<file path="src/common/rvIsaPkg.sv">
`default_nettype none

package rvIsaPkg;

	localparam int XLEN = 32;
	localparam int REG_ADDR_W = 5;

	// Major opcodes, FENCE left out on purpose so it falls to the no-op default
	typedef enum logic [6:0] {
		OP_R      = 7'b0110011,
		OP_IMM    = 7'b0010011,
		OP_LOAD   = 7'b0000011,
		OP_STORE  = 7'b0100011,
		OP_BRANCH = 7'b1100011,
		OP_JAL    = 7'b1101111,
		OP_JALR   = 7'b1100111,
		OP_LUI    = 7'b0110111,
		OP_AUIPC  = 7'b0010111,
		OP_SYSTEM = 7'b1110011
	} opcode_e;

	localparam logic [2:0] BEQ  = 3'b000;
	localparam logic [2:0] BNE  = 3'b001;
	localparam logic [2:0] BLT  = 3'b100;
	localparam logic [2:0] BGE  = 3'b101;
	localparam logic [2:0] BLTU = 3'b110;
	localparam logic [2:0] BGEU = 3'b111;

	typedef struct packed {
		logic [6:0] funct7;
		logic [4:0] rs2;
		logic [4:0] rs1;
		logic [2:0] funct3;
		logic [4:0] rd;
		logic [6:0] opcode;
	} rType_t;

	typedef struct packed {
		logic [11:0] imm11_0;
		logic [4:0]  rs1;
		logic [2:0]  funct3;
		logic [4:0]  rd;
		logic [6:0]  opcode;
	} iType_t;

	typedef struct packed {
		logic [6:0] imm11_5;
		logic [4:0] rs2;
		logic [4:0] rs1;
		logic [2:0] funct3;
		logic [4:0] imm4_0;
		logic [6:0] opcode;
	} sType_t;

	typedef struct packed {
		logic       imm12;
		logic [5:0] imm10_5;
		logic [4:0] rs2;
		logic [4:0] rs1;
		logic [2:0] funct3;
		logic [3:0] imm4_1;
		logic       imm11;
		logic [6:0] opcode;
	} bType_t;

	typedef struct packed {
		logic [19:0] imm31_12;
		logic [4:0]  rd;
		logic [6:0]  opcode;
	} uType_t;

	typedef struct packed {
		logic       imm20;
		logic [9:0] imm10_1;
		logic       imm11;
		logic [7:0] imm19_12;
		logic [4:0] rd;
		logic [6:0] opcode;
	} jType_t;

	// One instruction word, one view per encoding format
	typedef union packed {
		rType_t rType;
		iType_t iType;
		sType_t sType;
		bType_t bType;
		uType_t uType;
		jType_t jType;
	} instr_u;

endpackage

`default_nettype wire
</file>
<file path="src/common/corePkg.sv">
`default_nettype none

package corePkg;

	typedef enum logic [3:0] {
		ALU_ADD,
		ALU_SUB,
		ALU_AND,
		ALU_OR,
		ALU_XOR,
		ALU_SLT,
		ALU_SLTU,
		ALU_SLL,
		ALU_SRL,
		ALU_SRA
	} aluOp_e;

	// Write-back source
	typedef enum logic [2:0] {
		RES_ALU,
		RES_MEM,
		RES_PC4,
		RES_IMM,
		RES_PCTARGET
	} resultSrc_e;

	localparam int NUM_REGS = 1 << rvIsaPkg::REG_ADDR_W;
	localparam int SHAMT_W = 5; // Shift amount bits taken from operand B

	localparam logic [rvIsaPkg::XLEN-1:0] PC_STEP = 4;
	localparam logic [rvIsaPkg::XLEN-1:0] RESET_PC = '0;

endpackage

`default_nettype wire

</file>
<file path="src/common/ctrlIf.sv">
`default_nettype none

interface ctrlIf;

	corePkg::aluOp_e aluOp;
	logic aluSrcImm; // Operand B is imm, else rs2
	logic isBranch;
	logic [2:0] brCond; // Branch funct3
	logic isJal;
	logic isJalr;
	logic isHalt;
	logic memWrite;
	logic regWrite;
	corePkg::resultSrc_e resultSrc;
	logic [rvIsaPkg::XLEN-1:0] imm;

	modport decoder (
		output aluOp, aluSrcImm, isBranch, brCond, isJal, isJalr, isHalt,
		output memWrite, regWrite, resultSrc, imm
	);

	modport exec (input aluOp, aluSrcImm, isBranch, brCond, isJal, isJalr, imm);

	// Immediate is needed here for the LUI write-back
	modport retire (input isHalt, resultSrc, imm);

endinterface

`default_nettype wire

</file>
<file path="src/rvCore.sv">
`default_nettype none

module rvCore (
	input  logic clk,
	input  logic rst,
	output logic [rvIsaPkg::XLEN-1:0] imemAddr_o,
	input  logic [rvIsaPkg::XLEN-1:0] imemData_i,
	output logic [rvIsaPkg::XLEN-1:0] dmemAddr_o,
	output logic [rvIsaPkg::XLEN-1:0] dmemWdata_o,
	output logic dmemWe_o,
	input  logic [rvIsaPkg::XLEN-1:0] dmemRdata_i
);

	ctrlIf ctrl ();

	logic [rvIsaPkg::REG_ADDR_W-1:0] rs1Addr, rs2Addr, rdAddr;
	logic [rvIsaPkg::XLEN-1:0] rs1Data, rs2Data;
	logic [rvIsaPkg::XLEN-1:0] aluResult, pcTarget, redirectAddr;
	logic [rvIsaPkg::XLEN-1:0] pc, wbData;
	logic redirect;

	instrDecoder decoder_inst (
		.instr_i(imemData_i),
		.ctrl(ctrl.decoder),
		.rs1Addr_o(rs1Addr),
		.rs2Addr_o(rs2Addr),
		.rdAddr_o(rdAddr)
	);

	regFile regFile_inst (
		.clk(clk),
		.rst(rst),
		.rs1Addr_i(rs1Addr),
		.rs2Addr_i(rs2Addr),
		.rdAddr_i(rdAddr),
		.rdWe_i(ctrl.regWrite),
		.rdData_i(wbData),
		.rs1Data_o(rs1Data),
		.rs2Data_o(rs2Data)
	);

	execUnit exec_inst (
		.ctrl(ctrl.exec),
		.pc_i(pc),
		.rs1_i(rs1Data),
		.rs2_i(rs2Data),
		.aluResult_o(aluResult),
		.pcTarget_o(pcTarget),
		.redirectAddr_o(redirectAddr),
		.redirect_o(redirect)
	);

	retireUnit retire_inst (
		.clk(clk),
		.rst(rst),
		.ctrl(ctrl.retire),
		.redirect_i(redirect),
		.redirectAddr_i(redirectAddr),
		.aluResult_i(aluResult),
		.pcTarget_i(pcTarget),
		.memData_i(dmemRdata_i),
		.pc_o(pc),
		.wbData_o(wbData)
	);

	assign imemAddr_o = pc;
	assign dmemAddr_o = aluResult; // rs1 + imm for loads and stores
	assign dmemWdata_o = rs2Data;
	assign dmemWe_o = ctrl.memWrite;

endmodule

`default_nettype wire

</file>
<file path="src/retireUnit.sv">
`default_nettype none

module retireUnit (
	input  logic clk,
	input  logic rst,
	ctrlIf.retire ctrl,
	input  logic redirect_i,
	input  logic [rvIsaPkg::XLEN-1:0] redirectAddr_i,
	input  logic [rvIsaPkg::XLEN-1:0] aluResult_i,
	input  logic [rvIsaPkg::XLEN-1:0] pcTarget_i,
	input  logic [rvIsaPkg::XLEN-1:0] memData_i,
	output logic [rvIsaPkg::XLEN-1:0] pc_o,
	output logic [rvIsaPkg::XLEN-1:0] wbData_o
);

	logic [rvIsaPkg::XLEN-1:0] pcPlus4;
	logic [rvIsaPkg::XLEN-1:0] pcNext;

	assign pcPlus4 = pc_o + corePkg::PC_STEP;

	// Halt wins over redirect
	always_comb begin
		if (ctrl.isHalt)
			pcNext = pc_o;
		else if (redirect_i)
			pcNext = redirectAddr_i;
		else
			pcNext = pcPlus4;
	end

	always_ff @(posedge clk or posedge rst) begin
		if (rst)
			pc_o <= corePkg::RESET_PC;
		else
			pc_o <= pcNext;
	end

	always_comb begin
		case (ctrl.resultSrc)
			corePkg::RES_MEM: wbData_o = memData_i;
			corePkg::RES_PC4: wbData_o = pcPlus4; // Link address
			corePkg::RES_IMM: wbData_o = ctrl.imm;
			corePkg::RES_PCTARGET: wbData_o = pcTarget_i;
			default: wbData_o = aluResult_i;
		endcase
	end

endmodule

`default_nettype wire

</file>
<file path="src/execute/execUnit.sv">
`default_nettype none

module execUnit (
	ctrlIf.exec ctrl,
	input  logic [rvIsaPkg::XLEN-1:0] pc_i,
	input  logic [rvIsaPkg::XLEN-1:0] rs1_i,
	input  logic [rvIsaPkg::XLEN-1:0] rs2_i,
	output logic [rvIsaPkg::XLEN-1:0] aluResult_o,
	output logic [rvIsaPkg::XLEN-1:0] pcTarget_o,
	output logic [rvIsaPkg::XLEN-1:0] redirectAddr_o,
	output logic redirect_o
);

	logic [rvIsaPkg::XLEN-1:0] srcB;
	logic [corePkg::SHAMT_W-1:0] shamt;
	logic zero;
	logic brTaken;

	assign srcB = ctrl.aluSrcImm ? ctrl.imm : rs2_i;
	assign shamt = srcB[corePkg::SHAMT_W-1:0];

	always_comb begin
		aluResult_o = '0;
		case (ctrl.aluOp)
			corePkg::ALU_ADD: aluResult_o = rs1_i + srcB;
			corePkg::ALU_SUB: aluResult_o = rs1_i - srcB;
			corePkg::ALU_AND: aluResult_o = rs1_i & srcB;
			corePkg::ALU_OR: aluResult_o = rs1_i | srcB;
			corePkg::ALU_XOR: aluResult_o = rs1_i ^ srcB;
			corePkg::ALU_SLT: aluResult_o[0] = $signed(rs1_i) < $signed(srcB);
			corePkg::ALU_SLTU: aluResult_o[0] = rs1_i < srcB;
			corePkg::ALU_SLL: aluResult_o = rs1_i << shamt;
			corePkg::ALU_SRL: aluResult_o = rs1_i >> shamt; // Logical, on rs1
			corePkg::ALU_SRA: aluResult_o = $signed(rs1_i) >>> shamt;
			default: aluResult_o = '0;
		endcase
	end

	assign zero = (aluResult_o == '0);

	// SUB result for equality, compare bit for the ordered pairs
	always_comb begin
		case (ctrl.brCond)
			rvIsaPkg::BEQ: brTaken = zero;
			rvIsaPkg::BNE: brTaken = !zero;
			rvIsaPkg::BLT, rvIsaPkg::BLTU: brTaken = aluResult_o[0];
			rvIsaPkg::BGE, rvIsaPkg::BGEU: brTaken = !aluResult_o[0];
			default: brTaken = 1'b0;
		endcase
	end

	assign pcTarget_o = pc_i + ctrl.imm;
	assign redirect_o = (ctrl.isBranch && brTaken) || ctrl.isJal || ctrl.isJalr;

	// JALR clears bit 0 of rs1 + imm
	assign redirectAddr_o = ctrl.isJalr ? {aluResult_o[rvIsaPkg::XLEN-1:1], 1'b0} : pcTarget_o;

endmodule

`default_nettype wire

</file>
<file path="src/decode/regFile.sv">
`default_nettype none

module regFile (
	input  logic clk,
	input  logic rst,
	input  logic [rvIsaPkg::REG_ADDR_W-1:0] rs1Addr_i,
	input  logic [rvIsaPkg::REG_ADDR_W-1:0] rs2Addr_i,
	input  logic [rvIsaPkg::REG_ADDR_W-1:0] rdAddr_i,
	input  logic rdWe_i,
	input  logic [rvIsaPkg::XLEN-1:0] rdData_i,
	output logic [rvIsaPkg::XLEN-1:0] rs1Data_o,
	output logic [rvIsaPkg::XLEN-1:0] rs2Data_o
);

	logic [rvIsaPkg::XLEN-1:0] regs [corePkg::NUM_REGS];

	always_ff @(posedge clk or posedge rst) begin
		if (rst) begin
			for (int i = 0; i < corePkg::NUM_REGS; i++)
				regs[i] <= '0;
		end else if (rdWe_i && rdAddr_i != '0) begin // x0 stays zero
			regs[rdAddr_i] <= rdData_i;
		end
	end

	// Combinational read
	assign rs1Data_o = (rs1Addr_i == '0) ? '0 : regs[rs1Addr_i];
	assign rs2Data_o = (rs2Addr_i == '0) ? '0 : regs[rs2Addr_i];

endmodule

`default_nettype wire

</file>
<file path="src/decode/instrDecoder.sv">
`default_nettype none

module instrDecoder (
	input  rvIsaPkg::instr_u instr_i,
	ctrlIf.decoder ctrl,
	output logic [rvIsaPkg::REG_ADDR_W-1:0] rs1Addr_o,
	output logic [rvIsaPkg::REG_ADDR_W-1:0] rs2Addr_o,
	output logic [rvIsaPkg::REG_ADDR_W-1:0] rdAddr_o
);

	logic [rvIsaPkg::XLEN-1:0] immI, immS, immB, immU, immJ;
	logic altFunct; // funct7 bit 5, SUB and SRA select
	corePkg::aluOp_e functOp, branchOp;

	assign rs1Addr_o = instr_i.rType.rs1;
	assign rs2Addr_o = instr_i.rType.rs2;
	assign rdAddr_o = instr_i.rType.rd;
	assign altFunct = instr_i.rType.funct7[5];

	// Sign-extended immediates, one per format view
	assign immI = {{20{instr_i.iType.imm11_0[11]}}, instr_i.iType.imm11_0};
	assign immS = {{20{instr_i.sType.imm11_5[6]}}, instr_i.sType.imm11_5, instr_i.sType.imm4_0};
	assign immB = {{19{instr_i.bType.imm12}}, instr_i.bType.imm12, instr_i.bType.imm11,
		instr_i.bType.imm10_5, instr_i.bType.imm4_1, 1'b0};
	assign immU = {instr_i.uType.imm31_12, 12'b0};
	assign immJ = {{11{instr_i.jType.imm20}}, instr_i.jType.imm20, instr_i.jType.imm19_12,
		instr_i.jType.imm11, instr_i.jType.imm10_1, 1'b0};

	// Shared by register and immediate forms
	always_comb begin
		case (instr_i.rType.funct3)
			3'b000: begin
				if (altFunct && instr_i.rType.opcode == rvIsaPkg::OP_R)
					functOp = corePkg::ALU_SUB;
				else
					functOp = corePkg::ALU_ADD; // ADDI has no SUB form
			end
			3'b001: functOp = corePkg::ALU_SLL;
			3'b010: functOp = corePkg::ALU_SLT;
			3'b011: functOp = corePkg::ALU_SLTU;
			3'b100: functOp = corePkg::ALU_XOR;
			3'b101: functOp = altFunct ? corePkg::ALU_SRA : corePkg::ALU_SRL;
			3'b110: functOp = corePkg::ALU_OR;
			default: functOp = corePkg::ALU_AND;
		endcase
	end

	// Compare op per branch pair
	always_comb begin
		case (instr_i.bType.funct3[2:1])
			2'b00: branchOp = corePkg::ALU_SUB; // BEQ, BNE
			2'b10: branchOp = corePkg::ALU_SLT; // BLT, BGE
			2'b11: branchOp = corePkg::ALU_SLTU; // BLTU, BGEU
			default: branchOp = corePkg::ALU_ADD;
		endcase
	end

	assign ctrl.brCond = instr_i.bType.funct3;

	always_comb begin
		ctrl.aluOp = corePkg::ALU_ADD;
		ctrl.aluSrcImm = 1'b0;
		ctrl.isBranch = 1'b0;
		ctrl.isJal = 1'b0;
		ctrl.isJalr = 1'b0;
		ctrl.isHalt = 1'b0;
		ctrl.memWrite = 1'b0;
		ctrl.regWrite = 1'b0;
		ctrl.resultSrc = corePkg::RES_ALU;
		ctrl.imm = '0;
		case (instr_i.rType.opcode)
			rvIsaPkg::OP_R: begin
				ctrl.aluOp = functOp;
				ctrl.regWrite = 1'b1;
			end
			rvIsaPkg::OP_IMM: begin
				ctrl.aluOp = functOp;
				ctrl.aluSrcImm = 1'b1;
				ctrl.regWrite = 1'b1;
				ctrl.imm = immI;
			end
			rvIsaPkg::OP_LOAD: begin // Word loads only
				ctrl.aluSrcImm = 1'b1;
				ctrl.regWrite = 1'b1;
				ctrl.resultSrc = corePkg::RES_MEM;
				ctrl.imm = immI;
			end
			rvIsaPkg::OP_STORE: begin
				ctrl.aluSrcImm = 1'b1;
				ctrl.memWrite = 1'b1;
				ctrl.imm = immS;
			end
			rvIsaPkg::OP_BRANCH: begin
				ctrl.aluOp = branchOp;
				ctrl.isBranch = 1'b1;
				ctrl.imm = immB;
			end
			rvIsaPkg::OP_JAL: begin
				ctrl.isJal = 1'b1;
				ctrl.regWrite = 1'b1;
				ctrl.resultSrc = corePkg::RES_PC4;
				ctrl.imm = immJ;
			end
			rvIsaPkg::OP_JALR: begin
				ctrl.aluSrcImm = 1'b1; // Target is rs1 + imm through the ALU
				ctrl.isJalr = 1'b1;
				ctrl.regWrite = 1'b1;
				ctrl.resultSrc = corePkg::RES_PC4;
				ctrl.imm = immI;
			end
			rvIsaPkg::OP_LUI: begin
				ctrl.regWrite = 1'b1;
				ctrl.resultSrc = corePkg::RES_IMM;
				ctrl.imm = immU;
			end
			rvIsaPkg::OP_AUIPC: begin
				ctrl.regWrite = 1'b1;
				ctrl.resultSrc = corePkg::RES_PCTARGET;
				ctrl.imm = immU;
			end
			rvIsaPkg::OP_SYSTEM: ctrl.isHalt = 1'b1; // ECALL and EBREAK
			default: ; // FENCE and unknown opcodes
		endcase
	end

endmodule

`default_nettype wire

</file>
<file path="config.mk">
export PLATFORM = sky130hd
export DESIGN_NAME = rvCore
export DESIGN_NICKNAME = d
export VERILOG_FILES = /design/src/common/rvIsaPkg.sv /design/src/common/corePkg.sv /design/src/common/ctrlIf.sv /design/src/rvCore.sv /design/src/retireUnit.sv /design/src/execute/execUnit.sv /design/src/decode/regFile.sv /design/src/decode/instrDecoder.sv
export SDC_FILE = /design/constraint.sdc
export NUM_CORES = 2
export LEC_CHECK = 0
export BUFFER_PORTS_ARGS = -buffer_cell sky130_fd_sc_hd__buf_2
export CORE_ASPECT_RATIO = 0.7
export CORE_UTILIZATION = 55
export CTS_BUF_LIST = sky130_fd_sc_hd__clkbuf_16
export DETAILED_ROUTE_END_ITERATION = 10
export PLACE_DENSITY = 0.71
export SETUP_SLACK_MARGIN = 0.05
export SLEW_MARGIN = 25
export SYNTH_ARGS = -nofsm -noshare
export SYNTH_HDL_FRONTEND = slang
export SYNTH_SLANG_ARGS = --single-unit
</file>
<file path="constraint.sdc">
create_clock -name clk -period 39.5 [get_ports clk]
set_clock_uncertainty 0.15 [all_clocks]
set_input_delay 3.95 -clock clk [delete_from_list [all_inputs] [get_ports clk]]
set_output_delay 3.95 -clock clk [all_outputs]
set_load 0.05 [all_outputs]
</file>
# ---- Word level (Yosys, flattened, before mapping)
# Index checks and enable logic that the tools add are counted.
# Widths: inputs -> output; s select.
dict set report op_classes {
  addsub 4
  order_cmp 6
  n_eq_ne 32
  n_shift 3
  muxes 32
  bitwise 6
  reduce_logical 23
}
# cell n
set op_table {}
lappend op_table {{$bwmux 1024} 1}
lappend op_table {{$bmux 32 s5} 2}
lappend op_table {{$mux 32} 10}
lappend op_table {{$pmux 31 s8} 1}
lappend op_table {{$demux 32 s5} 1}
lappend op_table {{$pmux 32 s5} 1}
lappend op_table {{$pmux 32 s4} 1}
lappend op_table {{$add 32x32->32} 2}
lappend op_table {{$lt 32x32->1} 2}
lappend op_table {{$add 32x3->32 const B} 1}
lappend op_table {{$and 32x32->32} 1}
lappend op_table {{$logic_not 32->1} 1}
lappend op_table {{$or 32x32->32} 1}
lappend op_table {{$shl 32x5->32} 1}
lappend op_table {{$shr 32x5->32} 1}
lappend op_table {{$sshr 32x5->32} 1}
lappend op_table {{$sub 32x32->32} 1}
lappend op_table {{$xor 32x32->32} 1}
lappend op_table {{$eq 7x7->1 const B} 4}
lappend op_table {{$pmux 4 s7} 1}
lappend op_table {{$eq 7x6->1 const B} 3}
lappend op_table {{$ge 6x6->1 const B} 3}
lappend op_table {{$not 5->6} 3}
lappend op_table {{$eq 4x3->1 const B} 4}
lappend op_table {{other kinds (28)} 58}
dict set report totals {
  reg_bits 1056
  input_bits 66
  word_cells 139
}

# ---- Depth between registers and ports, before layout
dict set report logic_depth {
  word_depth 15
  ltp_mapped 37
  ltp_nobuf 27
}

# ---- Cells and area by module
# Synthesis repeated with hierarchy kept, for this count alone.
dict set report unflattened {
  hier_cells 6074
  hier_area_um2 71357.2
}
# module n_inst cells_per_inst area_each_um2
set by_module_without_submodules {}
lappend by_module_without_submodules {regFile 1 3692 54732.5}
lappend by_module_without_submodules {execUnit 1 1713 12016.5}
lappend by_module_without_submodules {retireUnit 1 534 3757.4}
lappend by_module_without_submodules {instrDecoder 1 135 850.8}

# ---- Worst setup path after synthesis
# OpenSTA, ideal clock, no wires.
dict set report synth_timing {
  kind {input to output}
  startpoint {in imemData_i[20] in the netlist's numbering}
  endpoint {out dmemAddr_o[31] in the netlist's numbering}
  arrival_ps 10565
  required_ps 35400
  slack_ps 24835
  stages 26
  cell_sequence {buf_6 buf_6 buf_4 buf_6 buf_4 clkbuf_1 clkbuf_1 buf_1 mux4_2 mux4_2 mux2i_1 nor2_1 a21oi_1 ha_1 clkbuf_1 nand4_1 nor2_1 nand4_1 o21ai_0 o221ai_1 o31ai_1 a41oi_1 o21bai_1 a21oi_1 a221o_1 a21o_1}
}
dict set report synth_between {
  elab_chain_len 8
  elab_cells_between_ends 17
}
# item line
set synth_lines {}
lappend synth_lines {{start, declared} rvCore.sv:7} ;# input logic [rvIsaPkg::XLEN-1:0] imemData_i,
lappend synth_lines {{$not 5->6 (not written as such)} regFile.sv:28} ;# assign rs2Data_o = (rs2Addr_i == '0) ? '0 : regs[rs2Addr_i];
lappend synth_lines {{$bmux 32 s5} regFile.sv:28}
lappend synth_lines {{$mux 32 (not written as such) (2 in a row)} regFile.sv:28}
lappend synth_lines {{$mux 32 (*)} regFile.sv:28}
lappend synth_lines {{via dmemWdata_o (one bit)} rvCore.sv:9} ;# output logic [rvIsaPkg::XLEN-1:0] dmemWdata_o,
lappend synth_lines {{$mux 32 (*)} execUnit.sv:19} ;# assign srcB = ctrl.aluSrcImm ? ctrl.imm : rs2_i;
lappend synth_lines {{$sub 32x32->32 or $add 32x32->32 (tied branches)} {execUnit.sv:26, execUnit.sv:25}}
lappend synth_lines {{$pmux 31 s8 (*)} execUnit.sv:24} ;# case (ctrl.aluOp)
lappend synth_lines {{end, declared} rvCore.sv:8} ;# output logic [rvIsaPkg::XLEN-1:0] dmemAddr_o,
# Mark *: on every way through the listed nets, which the timed path passes. The rest lies on a longest branch. The select of a mux whose other input is x is not followed.

# ---- Final worst setup path
dict set report layout_timing {
  startpoint {in imemData_i[21] in the netlist's numbering}
  endpoint {out dmemAddr_o[26] in the netlist's numbering}
}
dict set report layout_between {
  elab_chain_len 8
  elab_cells_between_ends 17
}
# item line
set layout_lines {}
lappend layout_lines {{$not 5->6 (not written as such)} regFile.sv:28}
lappend layout_lines {{$bmux 32 s5} regFile.sv:28}
lappend layout_lines {{$mux 32 (not written as such) (2 in a row)} regFile.sv:28}
lappend layout_lines {{$mux 32} regFile.sv:28}
lappend layout_lines {{$mux 32 (*)} execUnit.sv:19}
lappend layout_lines {{$sub 32x32->32, or another cell as far along} execUnit.sv:26} ;# corePkg::ALU_SUB: aluResult_o = rs1_i - srcB;
lappend layout_lines {{$pmux 31 s8 (*)} execUnit.sv:24}
# Mark *: on every way between the ends. The rest lies on a longest branch, timed or not. The select of a mux whose other input is x is not followed.

==> impl_metrics.yaml <==
logic_synthesis:
  ys_types: 108
  yosysSeqAreaShare_pct: 38.7
  synth.top_cell.area_share_pct: 38.7
  synth-seq-cells: 1056
  syn_nets: 7094
  synth.most_common_cell: "nand2_1"
  synth_ff_type: "dfrtp_1"
  netlist_top_cells_area: "dfrtp_1 39%, mux4_2 15%, o21ai_0 6.6%, nand2_1 6.2%, mux2i_1 4.4%"
  ys_async_sr_fraction_pct: 100
  synthCells: 6887
  syn-cell-area_mm2: 0.0682
  synth_edf_count: 0
  ys_warn_count: 0
  synthTopCellsByCount: "1,121 x nand2_1, 1,056 x dfrtp_1, 900 x o21ai_0, 504 x clkbuf_1, 458 x mux4_2"
  synth_area_leader_cell: "dfrtp_1"
  synth_area_per_cell_um2: 9.91
clock_tree:
  htree_levels: 3
  clk_path_buf_depth: 3
  ctsResizeCount: 0
  cts_tree: "yes"
  insertion_delay_ns: 0.78
  clock_sinks: 1056
  holdBufCountCts: 0
  cts_setup_buffers: 0
  root_buffer: "clkbuf_16"
  clk_pin_slew_ns: 0.06
  cts_buffers: 103
sta:
  tns_ns: 0
  fmax_ghz: 0.0589
  hold_viol_final: 0
  finalCritPeriodShare_pct: 43.0
  layout_min_cycle_time_ns: 16.98
  drv_slew: 0
  tightest_slew_ns: 1.26
  slew_headroom_pct: 15.9
  rsz0062_at_grt: "false"
  setup_viol: 0
placement:
  gp_congestion: 1.08
  numPortBuffers: 162
  post-place-cells: 8168
  dp_hpwl_um: 192000
layout:
  drive_gt1_share_pct: 19.1
  finalNetCount: 6848
  instances_no_fill: 8381
  final_util_pct: 60.1
  nFillCells: 10200
  area_growth_pct: 7.78
worst_setup_path:
  path_class: "input pin to output port"
  arrival_ns: 12.88
  r2r_cells: 27
  worstPathRequired_ns: 35.40
  critPathLaunchType: "input pin"
  crit_fanout: 72
  endpoint_kind: "output port"
pwr:
  p_per_area_mw_per_mm2: 41.4
  p_clk_share_pct: 33.3
  p_comb_share_pct: 26.9
  switchingPower_mw: 1.11
  internal_power_mw: 1.93
  seqPwrFrac_pct: 39.8
  p_sw_share_pct: 36.4
  ir_drop_mv: 0.0323
  p_leak_nw: 32.4
grt:
  grt_pass1_vias: 57500
  grt_pass1_wl_um: 411000
  antenna_found_initial: 12
  grt_usage_pct: 45.3
  grt_max_degree: 168
  gr-total-overflow: 0
detailed_routing:
  dr.pass1.iters: 8
  drc_errors: 0
  antenna_left: 0
  routed_wirelength_um: 286000
  via_count: 61000
  wl_per_cell_um: 34.1
  vias_per_cell: 7.28
  drtIter0Drc: 9449
run_status:
  status: "complete, no violations"
floorplan:
  start_util_pct: 55.8
  dieWidth_um: 423
  core-area_mm2: 0.122
  dieArea_mm2: 0.125
  pin_count: 163
  die_y_um: 297
  num_rows: 107
worst_hold_path:
  min_path_type: "flop to flop"
  hold_path_depth: 0
job:
  cap_violations: 0
through the flow:
step | instance area, um^2 | setup slack (ns) | hold WS (ns) | power (mW)
after floorplan | 68200 | 5.68 | 0.275 | 1.72
after global placement | 70000 | 23.05 | 0.213 | 2.00
after detailed placement | 70000 | 22.89 | 0.217 | 2.01
after CTS | 73400 | 22.86 | 0.232 | 3.00
after global routing | 73500 | 22.23 | 0.240 | 3.12
final | 73500 | 22.52 | 0.240 | 3.04
worst max-delay path: stages:
cell and delay (ns):
buf_8 0.44, buf_4 0.74, nor2b_1 0.67, a21oi_1 0.17, nand3_1 0.24, nand2_1 0.16, o31a_2 0.31, buf_4 0.33
nor2_1 0.55, inv_1 0.31, ha_1 0.31, fa_1 0.46, nor2b_1 0.18, o31ai_1 0.16, a2111oi_0 0.59, o21ai_0 0.21
a21oi_1 0.43, o2111ai_1 0.31, a211o_1 0.37, a21oi_1 0.19, nor3_1 0.10, o21ai_0 0.23, xnor2_1 0.10, a21oi_1 0.75
inv_1 0.09, buf_2 0.24
registers in the layout, summed over array words and instances (netlist names):
name,cells
retire_inst.pc_o,32
regFile_inst.regs,1024
cell families after synthesis:
group / share of synthesized area, %
AO/OA/AOI/OAI: 18.0
AND/OR/NAND/NOR: 12.3
flip-flops: 38.7
multiplexers: 22.1
buffers and inverters: 5.32
adder cells (fa/ha/maj): 2.62
XOR/XNOR: 0.886
path summary, 6_finish.rpt:
kind                                                          from                                 end  slack (ns)
worst max-delay path                                imemData_i[21]                      dmemAddr_o[26]       22.52
worst max register to register  regFile_inst.regs[864]$_DFFE_PP0P_    retire_inst.pc_o[17]$_DFFE_PP0P_       29.70
worst min register to register  regFile_inst.regs[994]$_DFFE_PP0P_  regFile_inst.regs[994]$_DFFE_PP0P_        0.24
min in group asynchronous                                      rst  regFile_inst.regs[760]$_DFFE_PP0P_        3.27
max in group asynchronous                                      rst   regFile_inst.regs[34]$_DFFE_PP0P_       32.02
worst min-delay path            regFile_inst.regs[994]$_DFFE_PP0P_  regFile_inst.regs[994]$_DFFE_PP0P_        0.24
per-layer routing:
metal	up-vias	share of wire [%]	track usage (%)
met5	-	0.11	1.21
met4	14	5.3	21.5
met3	865	15	19.0
met2	4437	40	60.7
met1	30700	39	63.0
li1	25000	-	-
layout make-up:
type / instances / area, um^2 / share of cell area [%]
Inverter: 148 / 563 / 0.766
Timing Repair Buffer: 346 / 2320 / 3.16
Clock inverter: 88 / 733 / 0.997
Sequential cell: 1056 / 26400 / 35.9
Tap cell: 1635 / 2050 / 2.78
Multi-Input combinational cell: 4986 / 38800 / 52.7
Clock buffer: 106 / 2650 / 3.61
Antenna cell: 16 / 40.0 / 0.0544
power by group through the flow:
stage	Combinational [mW]	Sequential (mW)	Clock, mW
4_1_cts	0.782	1.21	1.01
2_1_floorplan	0.475	1.25	0
3_3_place_gp	0.774	1.22	0
3_5_place_dp	0.779	1.23	0
6_report	0.818	1.21	1.01
5_1_grt	0.850	1.22	1.06
layout by cell type (no fill, tap or decap), drive strengths merged, types with 28 or more instances in the layout:
cell	count
nand4	31
a211oi	44
and2	29
or3	28
clkinv	54
nor3	102
o31ai	96
nand3	120
mux2i	297
a21o	49
ha	138
nor2b	40
a22oi	142
clkbuf	108
dfrtp	1056
a21oi	216
buf	344
mux2	160
nand2b	33
a31oi	42
o211ai	73
mux4	458
o22ai	55
nor2	261
and3	38
nor4	28
o21ai	912
o221ai	31
inv	168
xnor2	43
nand2	1122
No activity file was read; power rests on OpenSTA's default activity.
